### src/soc_bus_pkg.sv
`default_nettype none

// ---------------------------------------------------------------------------
// System bus widths
// ---------------------------------------------------------------------------

package soc_bus_pkg;

    typedef logic [31:0] bus_addr_t;    // Byte address on the CPU bus
    typedef logic [31:0] bus_data_t;    // Read and write data
    typedef logic [3:0]  bus_strb_t;    // One strobe per byte lane

    typedef logic [7:0]  byte_t;        // Single byte lane

    // Delay tap select for the external memory controller
    typedef logic [4:0]  delay_sel_t;

endpackage

`default_nettype wire

### src/soc_map_pkg.sv
`default_nettype none

package soc_map_pkg;

    import soc_bus_pkg::*;

    // -----------------------------------------------------------------------
    // Address map
    // -----------------------------------------------------------------------

    localparam bus_addr_t RAM_BASE    = 32'hFFFF_0000;  // Up to top of space, 8 KB echoed
    localparam bus_addr_t GPIO_BASE   = 32'h0300_0000;
    localparam bus_addr_t GPIO_LIMIT  = 32'h0300_0100;
    localparam bus_addr_t FLASH_BASE  = 32'h0E00_0000;  // 128 KB window of the SPI flash
    localparam bus_addr_t FLASH_LIMIT = 32'h0E02_0000;

    localparam bus_data_t UNMAPPED_RDATA = 32'hFFFF_FFFF;

    typedef enum logic [1:0] {
        REGION_NONE,
        REGION_RAM,
        REGION_GPIO,
        REGION_FLASH
    } region_e;

    // GPIO register index, taken from address bits 5:2
    localparam logic [3:0] GPIO_REG_DELAY_SEL = 4'd0;  // R: detected, W: applied
    localparam logic [3:0] GPIO_REG_LED_GREEN = 4'd1;
    localparam logic [3:0] GPIO_REG_LED_RED   = 4'd2;
    localparam logic [3:0] GPIO_REG_Z80_RST   = 4'd3;
    localparam logic [3:0] GPIO_REG_I2C_SCL   = 4'd5;
    localparam logic [3:0] GPIO_REG_I2C_SDA   = 4'd6;  // Reads back the pin
    localparam logic [3:0] GPIO_REG_USB_RST   = 4'd7;

endpackage

`default_nettype wire

### src/bus_region_decode.sv
`timescale 1ns/100ps
`default_nettype none

module bus_region_decode
    import soc_bus_pkg::*;
    import soc_map_pkg::*;
(
    input  wire        clk_rv,
    input  wire        rst_rv,
    input  bus_addr_t  mem_la_addr,
    input  wire        mem_valid,
    input  wire        mem_ready,
    input  wire        cpu_resetn,
    output region_e    region,
    output logic       ram_valid,
    output logic       gpio_valid,
    output logic       flash_valid,
    output logic       cpu_irq
);

    region_e la_region;     // Decode of the look-ahead address
    logic    mem_valid_d;   // For rising edge of mem_valid

    always_comb begin
        if (mem_la_addr >= RAM_BASE) begin
            la_region = REGION_RAM;
        end else if ((mem_la_addr >= GPIO_BASE) && (mem_la_addr < GPIO_LIMIT)) begin
            la_region = REGION_GPIO;
        end else if ((mem_la_addr >= FLASH_BASE) && (mem_la_addr < FLASH_LIMIT)) begin
            la_region = REGION_FLASH;
        end else begin
            la_region = REGION_NONE;
        end
    end

    // Region is ready by the time mem_valid rises
    always_ff @(posedge clk_rv) begin
        if (!rst_rv) begin
            region <= REGION_NONE;
        end else begin
            region <= la_region;
        end
    end

    assign ram_valid   = mem_valid && !mem_ready && (region == REGION_RAM);
    assign gpio_valid  = mem_valid && !mem_ready && (region == REGION_GPIO);
    assign flash_valid = mem_valid && (region == REGION_FLASH);  // Held until flash answers

    // -----------------------------------------------------------------------
    // Bus fault interrupt
    // -----------------------------------------------------------------------

    always_ff @(posedge clk_rv) begin
        if (!rst_rv || !cpu_resetn) begin
            mem_valid_d <= 1'b0;
            cpu_irq     <= 1'b0;        // Only a CPU reset clears the fault
        end else begin
            mem_valid_d <= mem_valid;
            if (mem_valid && !mem_valid_d && (region == REGION_NONE)) begin
                cpu_irq <= 1'b1;
            end
        end
    end

endmodule

`default_nettype wire

### config.mk
export PLATFORM = sky130hd
export DESIGN_NAME = bus_region_decode
export DESIGN_NICKNAME = d
export VERILOG_FILES = /design/src/soc_bus_pkg.sv /design/src/soc_map_pkg.sv /design/src/bus_region_decode.sv
export SDC_FILE = /design/constraint.sdc
export NUM_CORES = 1
export LEC_CHECK = 0
export ABC_AREA = 0
export BUFFER_PORTS_ARGS = -buffer_cell sky130_fd_sc_hd__buf_2
export CAP_MARGIN = 20
export CORE_AREA = 2 2 39 41
export CTS_CLUSTER_SIZE = 16
export DETAILED_ROUTE_END_ITERATION = 12
export DIE_AREA = 0 0 41 43
export GPL_TIMING_DRIVEN = 1
export PLACE_DENSITY = 0.61
export REMOVE_ABC_BUFFERS = 1
export SYNTH_ARGS = -nofsm -noshare
export SYNTH_HDL_FRONTEND = slang
export SYNTH_SLANG_ARGS = --single-unit
### constraint.sdc
create_clock -name clk_rv -period 1.8 [get_ports clk_rv]
set_clock_uncertainty 0.05 [all_clocks]
set_input_delay 0.18 -clock clk_rv [delete_from_list [all_inputs] [get_ports clk_rv]]
set_output_delay 0.18 -clock clk_rv [all_outputs]
set_load 0.02 [all_outputs]
**Word level (Yosys, flattened, before mapping)**

Index checks and enable logic that the tools add are counted.

- Register bits: 4
- Logic and storage cells: 31

- Eq/ne operators: 3
- Mux-type cells: 3
- Magnitude comparators: 5
- Reduce and logical (&&, ||, !) cells: 15
- Bitwise operators: 1

Operator list:

| kind | count |
|---|---|
| $ge A32 B26 Y1 const B | 1 |
| $ge A32 B28 Y1 const B | 1 |
| $ge A32 B32 Y1 const B | 1 |
| $lt A32 B26 Y1 const B | 1 |
| $lt A32 B28 Y1 const B | 1 |
| $logic_and A1 B1 Y1 | 8 |
| $eq A2 B2 Y1 const B | 2 |
| $logic_not A1 Y1 | 4 |
| $mux W2 | 2 |
| $eq A2 B1 Y1 const B | 1 |
| $logic_not A2 Y1 | 1 |
| $reduce_or A2 Y1 | 1 |
| $logic_or A1 B1 Y1 | 1 |
| $mux W1 | 1 |
| $not A1 Y1 | 1 |

**Logic depth before layout (Yosys ltp)**

Gate-level depths: netlist (run 1).

- Word-level depth: 5
- Mapped depth: 3
- Mapped depth without buffers: 3

**Least setup slack after synthesis (run 1)**

No wires, ideal clock.

- Kind: register to output
- Start point: reg region[1]
- End point: out gpio_valid
- Arrival time: 1161 ps
- Cell stages (with the launch flop): 2
- Slack: 409 ps
- Data required time: 1570 ps
- Path buffers: 0
- Cell sequence: dfxtp_1 > nor4bb_1

- Word-level cells in the longest chain between the ends: 2

Ends and longest elaborated chain:

| element | line | text |
|---|---|---|
| start: declaration | bus_region_decode.sv:14 | `output region_e region,` |
| start signal: assignment | bus_region_decode.sv:41 | `region <= la_region;` |
| $eq A2 B2 Y1 | bus_region_decode.sv:46 | `assign gpio_valid = mem_valid && !mem_ready && (region == REGION_GPIO);` |
| $logic_and A1 B1 Y1 | bus_region_decode.sv:46 |  |
| end: declaration | bus_region_decode.sv:16 | `output logic gpio_valid,` |

Every way passes these cells.

**Worst setup path after layout (run 1)**

- Start point: reg region[0]
- End point: out gpio_valid

Same word-level chain as after synthesis.

==> results of run 1 <==
-- report_power, final --
part | internal [W] | total [W] | switching (W)
sequential | 0.0000912 | 0.0000920 | 0.000000851
clock | 0.0000744 | 0.000109 | 0.0000342
combinational | 0.0000292 | 0.0000509 | 0.0000218
-- state kept, by name, summed over array words and instances (netlist names) --
signal / flops
cpu_irq: 1
region: 2
mem_valid_d: 1
-- layout make-up --
type | instances | area (um^2)
Clock buffer | 3 | 22.5
Fill cell | 153 | 917
Multi-Input combinational cell | 26 | 174
Sequential cell | 4 | 80.1
Tap cell | 16 | 20.0
Timing Repair Buffer | 34 | 170
-- path summary, 6_finish.rpt --
check / startpoint / to / slack [ns] / cells past startpoint
worst max-delay path: region[0] / gpio_valid / 0.54 / 2
worst min-delay path: cpu_resetn / cpu_irq / 0.14 / 2
worst max register to register: region[1] / cpu_irq / 0.88 / 2
worst min register to register: cpu_irq / cpu_irq / 0.47 / 1
-- synth_stat cells --
cell type  n  area [um^2]
or4_1      1         7.51
nor4_1     4         25.0
a21oi_1    1         5.00
nand2_1    2         7.51
nor4b_1    2         17.5
o211a_1    1         10.0
nand4b_1   3         26.3
a21boi_1   1         7.51
nand4_1    4         25.0
and3_1     2         12.5
nor4bb_1   1         10.0
dfxtp_1    4         80.1
nor3_1     3         15.0
nand3_1    1         5.00
-- worst register-to-register path, cell delays in order (launching register included) --
cell	delay [ns]
dfxtp_1	0.32
nor4b_1	0.31
o211a_1	0.18
-- per-layer routing --
metal	part of all wire, %	track usage [%]	routed length [um]	vias to the layer above
li1	-	-	-	206
met1	39	13.5	336	166
met2	47	17.2	403	26
met3	13	1.57	115	2
met4	1.2	12.0	10	0
met5	0	0	0	-
-- metrics by stage --
step	power [W]	cells	setup WS, ns
floorplan	0.000104	30	0.409
global placement	0.000143	80	0.665
detailed placement	0.000145	80	0.666
CTS	0.000261	83	0.509
global route	0.000274	83	0.481
finish	0.000252	83	0.536
-- logic make-up after synthesis --
family	Yosys count	share of synthesized area [%]
compound gates	3	8.87
flops	4	31.5
simple gates	23	59.6
==> results_dict.tcl, run 1 <==
set metrics [dict create \
    status "completed" \
    cts_tree "done" \
    hold_slack_ns 0.143 \
    cts_resized 0 \
    slew_violations 0 \
    crit_path_max_incr_delay_ns 0.33 \
    dieArea_um2 1760 \
    htreeDepth 1 \
    cts.reportedPaths.clkPinSlew_ns 0.04 \
    grt_max_degree 6 \
    layout-drive-gt1-share_pct 55.2 \
    dp_hpwl_um 746 \
    power.leakage_nw 0.234 \
    place_congestion 0.651 \
    final_common_cell "buf_2" \
    relSlewSlack_pct 75.5 \
    die_w_um 41 \
    grt_usage_pct 11.8 \
    cp_max_fo 5 \
    grt_overflow 0 \
    clk_path_buf_depth 2 \
    coreArea_um2 1380 \
    ys_seq_area_share_pct 31.5 \
    power_density_nw_per_um2 539 \
    initial_core_util_pct 18.4 \
    drt-initial-drc-count 3 \
    period_share_pct 70.2 \
    placed_cell_area_um2 444 \
    tightest_slew_ns 0.364 \
    avgSynthCellArea_um2 8.47 \
    cp.required_ns 1.57 \
    grt_antenna_before_repair 0 \
    ys_warn_count 0 \
    path_class "flop to primary output" \
    cts_buffers 3 \
    drt_first_pass_iters 4 \
    drv_cap 0 \
    start_kind "flop" \
    fmax_ghz 0.791 \
    cts_setup_buffers 0 \
    cts.sinks 4 \
    mostFrequentLayoutCells "buf_2 (34), nor4_1 (4), nand4_1 (4), dfxtp_1 (4)" \
    port-buffer-count 34 \
    final-setup-viol-count 0 \
    nets 106 \
    postRouteAntennaNets 0 \
    vias_per_cell 4.82 \
    n_antenna_cell 0 \
    die_h_um 43 \
    path_cells "nor4bb_1 > buf_2" \
    synth-seq-cells 4 \
    critPathTopFamily "flip-flops" \
    finalSetupTns_ns 0 \
    clock_latency_ns 0.23 \
    ios 43 \
    rsz0062_at_grt "no" \
    hp-class "input pin to flop" \
    min_period_ns 1.26 \
    synth_cells 30 \
    hold_viol 0 \
    final_area_um2 467 \
    critPathBufInv 1 \
    areaGrowthSynthToFinish_pct 83.7 \
    holdBufCountCts 0 \
    cp.arrival_ns 1.03 \
    wl_um 866 \
    cp_slowest_cell "dfxtp_1" \
    cts_root_buf "clkbuf_4" \
    ir_worst_vdd_mv 0.150 \
    vias 400 \
    wire_per_inst_um 10.4 \
    yosysUniqueCellTypes 14 \
    drc_errors 0 \
    grt_pass1_vias 366 \
    final_core_util_pct 33.7 \
    grt_pass1_wl_um 1360 \
    rows 14 \
    worst_setup_path_end_kind "primary output" \
    netlist_area_um2 254 \
]
Note: power is estimated with default switching activity, not from simulation.
==> run 2, diff against run 1 <==
--- a/config.mk
+++ b/config.mk
@@ -13,7 +13,7 @@
 export DETAILED_ROUTE_END_ITERATION = 12
 export DIE_AREA = 0 0 41 43
 export GPL_TIMING_DRIVEN = 1
-export PLACE_DENSITY = 0.61
+export PLACE_DENSITY = 0.63
 export REMOVE_ABC_BUFFERS = 1
 export SYNTH_ARGS = -nofsm -noshare
 export SYNTH_HDL_FRONTEND = slang
==> constraint.sdc (replaced) <==
create_clock -name clk_rv -period 1.1 [get_ports clk_rv]
set_clock_uncertainty 0.05 [all_clocks]
set_input_delay 0.11 -clock clk_rv [delete_from_list [all_inputs] [get_ports clk_rv]]
set_output_delay 0.11 -clock clk_rv [all_outputs]
set_load 0.02 [all_outputs]
==> run 2 against run 1 <==
Effect of this change: the run now ends with setup timing left; cell count is 3.6% higher; sequential share of layout area shrank 0.45 points; non-clock buffer count is 3 higher; routed wire length increased by 1.2%; combinational power increased by 76%; first-iteration DRC count is 67% higher; via count grew 4.5%; register-to-register slack got worse by 0.80 ns; largest power group unchanged; highest routed layer is now met3.
==> results_dict.tcl, run 2 (same netlist as run 1, synthesis figures left out) <==
set metrics [dict create \
    status "finished, violations left" \
    path_cells "nor4bb_1 > buf_2" \
    ios 43 \
    grt_usage_pct 12.2 \
    die_w_um 41 \
    grt_pass1_wl_um 1480 \
    period_share_pct 103 \
    wl_um 876 \
    path_class "flop to primary output" \
    mostFrequentLayoutCells "buf_2 (33), nor4_1 (4), nand4_1 (4), buf_4 (4)" \
    cts.sinks 4 \
    wire_per_inst_um 10.2 \
    rsz0062_at_grt "yes" \
    dpl_worst_slack_ns 0.0325 \
    cts_tree "done" \
    final_core_util_pct 35.7 \
    hold_viol 0 \
    port-buffer-count 34 \
    final-seq-area_um2 82.6 \
    layout-drive-gt1-share_pct 60.0 \
    power.leakage_nw 0.249 \
    layout.cells.non_filler 86 \
    nets 109 \
    grt_pass1_vias 391 \
    slew_violations 0 \
    crit_path_max_incr_delay_ns 0.32 \
    drv_cap 0 \
    finalWorstSetupSlack_ns -0.0352 \
    rows 14 \
    grt_max_degree 6 \
    clk_path_buf_depth 2 \
    postRouteAntennaNets 0 \
    initial_core_util_pct 18.4 \
    cp.required_ns 0.94 \
    areaGrowthSynthToFinish_pct 94.6 \
    tightest_slew_ns 0.358 \
    crit_start "region[0]" \
    place_congestion 0.642 \
    vias 418 \
    drt_first_pass_iters 4 \
    ir_worst_vdd_mv 0.264 \
    holdBufCountCts 0 \
    largest_reg_flops 2 \
    drc_errors 0 \
    coreArea_um2 1380 \
    final_common_cell "buf_2" \
    fillers 138 \
    hold_slack_ns 0.0707 \
    reg_top3 "region: 2 flops, cpu_irq: 1 flops, mem_valid_d: 1 flops" \
    final-setup-viol-count 2 \
    critPathBufInv 1 \
    min_period_ns 1.14 \
    grt_overflow 0 \
    relSlewSlack_pct 75.9 \
    hp-class "input pin to flop" \
    cp.arrival_ns 0.98 \
    vias_per_cell 4.86 \
    finalSetupTns_ns -0.0400 \
    die_h_um 43 \
    fmax_ghz 0.881 \
    start_kind "flop" \
    cts.reportedPaths.clkPinSlew_ns 0.03 \
    regMostFlops "region" \
    cp_max_fo 4 \
    power_density_nw_per_um2 836 \
    violations "setup timing" \
    cp_slowest_cell "dfxtp_2" \
    rr_startpoint "region[0]" \
    worst_setup_path_end_kind "primary output" \
    multi_input_area_um2 174 \
    htreeDepth 1 \
    n_antenna_cell 0 \
    grt_antenna_before_repair 0 \
    critPathTopFamily "flip-flops" \
    drt-initial-drc-count 5 \
    dp.cells 82 \
    cts_buffers 3 \
    min_from "cpu_resetn" \
    clock_latency_ns 0.23 \
    dieArea_um2 1760 \
    cts_root_buf "clkbuf_4" \
]
[run 2: layer usage]
metal	track usage, %	up-vias	routed length, um
met5	0	-	0
met3	3.14	0	107
met2	19.4	25	421
met1	14.4	181	347
li1	-	212	-
met4	6.00	0	0
[run 2: path summary, 6_finish.rpt]
check | endpoint | slack [ns] | cells after the start
worst max-delay path | gpio_valid | -0.04 | 2
worst min-delay path | cpu_irq | 0.07 | 2
worst max register to register | cpu_irq | 0.08 | 3
worst min register to register | cpu_irq | 0.44 | 1
[run 2: power by group]
group,internal [W],switching [W]
Combinational,0.0000522,0.0000375
Clock,0.000121,0.0000517
Sequential,0.000149,0.000000980
Total,0.000323,0.0000902
[run 2: area by class of cell]
type                            count  share of cell area [%]
Sequential cell                     4                    16.7
Timing Repair Buffer               37                    39.5
Tap cell                           16                    4.05
Multi-Input combinational cell     26                    35.2
Clock buffer                        3                    4.56
[run 2: metrics by stage]
stage	instance area [um^2]	power, W
2_1_floorplan	254	0.000170
3_3_place_gp	459	0.000240
3_5_place_dp	459	0.000242
4_1_cts	492	0.000425
5_1_grt	494	0.000452
6_report	494	0.000413
[run 2: what timing repair did]
item	CTS	global route
pin swaps	3	0
endpoints found under the setup margin	2	2
cloned	0	0
resized for setup	2	1
setup buffers	1	0
hold endpoints to repair	0	0
==> run 3, diff against run 2 <==
==> constraint.sdc (replaced) <==
create_clock -name clk_rv -period 0.9 [get_ports clk_rv]
set_clock_uncertainty 0.05 [all_clocks]
set_input_delay 0.09 -clock clk_rv [delete_from_list [all_inputs] [get_ports clk_rv]]
set_output_delay 0.09 -clock clk_rv [all_outputs]
set_load 0.02 [all_outputs]
==> run 3 against run 2 <==
Effect of this change: the flow still finishes with violations (setup timing); clock power rose by 27%; utilization rose by 0.90 points; setup slack got worse by 0.19 ns; die area did not move; via count is 0.72% higher; cell count fell by 1.2%.
==> results_dict.tcl, run 3 (same netlist as run 1, synthesis figures left out) <==
set metrics [dict create \
    wire_per_inst_um 10.4 \
    violations "setup timing" \
    dr_wl_met2_um 393 \
    critPathTopFamily "flip-flops" \
    fmax_ghz 0.892 \
    final-setup-viol-count 5 \
    cp.arrival_ns 0.98 \
    fillers 156 \
    slew_violations 0 \
    cts_root_buf "clkbuf_4" \
    grt_antenna_before_repair 0 \
    grt_usage_pct 10.6 \
    hold_viol 0 \
    critPathBufInv 1 \
    die_w_um 41 \
    relSlewSlack_pct 75.8 \
    largest_reg_flops 2 \
    n_antenna_cell 0 \
    finalSetupTns_ns -0.686 \
    multi_input_area_um2 179 \
    grt_max_degree 6 \
    vias 421 \
    initial_core_util_pct 18.4 \
    wl_um 882 \
    reg_top3 "region: 2 flops, cpu_irq: 1 flops, mem_valid_d: 1 flops" \
    final_common_cell "buf_2" \
    grt_pass1_vias 341 \
    place_congestion 0.724 \
    postRouteAntennaNets 0 \
    final-seq-area_um2 82.6 \
    cp_max_fo 4 \
    dieArea_um2 1760 \
    areaGrowthSynthToFinish_pct 99.5 \
    holdBufCountCts 0 \
    routed.top_layer "met3" \
    rows 14 \
    cts.reportedPaths.clkPinSlew_ns 0.04 \
    min_period_ns 1.12 \
    cts_tree "done" \
    cp_slowest_cell "dfxtp_2" \
    grt_pass1_wl_um 1290 \
    rsz0062_at_grt "yes" \
    status "finished, violations left" \
    port-buffer-count 34 \
    cts.sinks 4 \
    drt-initial-drc-count 2 \
    finalWorstSetupSlack_ns -0.221 \
    power.leakage_nw 0.244 \
    crit_path_max_incr_delay_ns 0.33 \
    cts_buffers 3 \
    start_kind "flop" \
    mostFrequentLayoutCells "buf_2 (30), nor4_1 (4), nand4_1 (4), buf_4 (4)" \
    ir_worst_vdd_mv 0.556 \
    ios 43 \
    wl_met1_um 378 \
    hp-class "input pin to flop" \
    vias_per_cell 4.95 \
    clock_latency_ns 0.23 \
    regMostFlops "region" \
    drc_errors 0 \
    drv_cap 0 \
    grt_overflow 0 \
    layout-drive-gt1-share_pct 60.9 \
    dp_hpwl_um 739 \
    worst_setup_path_end_kind "primary output" \
    power_density_nw_per_um2 1000 \
    nets 108 \
    power_w 0.000509 \
    tightest_slew_ns 0.360 \
    period_share_pct 125 \
    path_cells "nor4bb_1 > buf_2" \
    cp.required_ns 0.76 \
    die_h_um 43 \
    dr_wl_met3_um 109 \
    htreeDepth 1 \
    path_class "flop to primary output" \
    clk_path_buf_depth 2 \
    coreArea_um2 1380 \
    drt_first_pass_iters 4 \
]
run 3: cell types whose count changed in the layout (fill, tap and decap cells not counted):
cell	change
and3_4	+1
and3_1	-1
buf_2	-3
buf_6	+2
run 3: final cells by class:
type	count	share of cell area (%)
flip-flops and latches	4	16.3
repair buffers	36	40.0
clock buffers	3	4.44
multi-input cells	26	35.3
well taps	16	3.95
run 3: power by group:
group          switching, W  internal [W]
Clock             0.0000710      0.000149
Sequential       0.00000147      0.000182
Combinational     0.0000442     0.0000611
run 3: per-layer routing:
layer | vias to the layer above | track usage [%]
met4 | 0 | 4.00
met5 | - | 0
met1 | 182 | 13.8
met3 | 0 | 4.71
li1 | 212 | -
met2 | 27 | 15.0
run 3: timing repair:
item                       in CTS  in global routing
gates resized for setup         4                  5
pin swaps                       3                  0
hold endpoints to repair        0                  0
buffers inserted                0                  1
setup endpoints to repair       6                  6
run 3: per-stage QoR:
stage               setup WS [ns]  cells  util (%)  hold WS, ns  cell area, um^2
finish                     -0.221     85      36.6       0.0486              507
global route               -0.310     85      36.6       0.0387              507
CTS                        -0.236     84      34.9       0.0399              483
detailed placement         -0.165     81      32.6        0.284              452
global placement           -0.142     81      32.6        0.279              452
floorplan                  -0.401     30         -        0.173              254
run 3: path summary, 6_finish.rpt:
| path | endpoint | cells after the start | slack (ns) | from |
|---|---|---|---|---|
| max reg2reg | cpu_irq | 2 | 0 | region[1] |
| min reg2reg | cpu_irq | 1 | 0.45 | cpu_irq |
| max | gpio_valid | 2 | -0.22 | region[0] |
| min | cpu_irq | 2 | 0.05 | cpu_resetn |
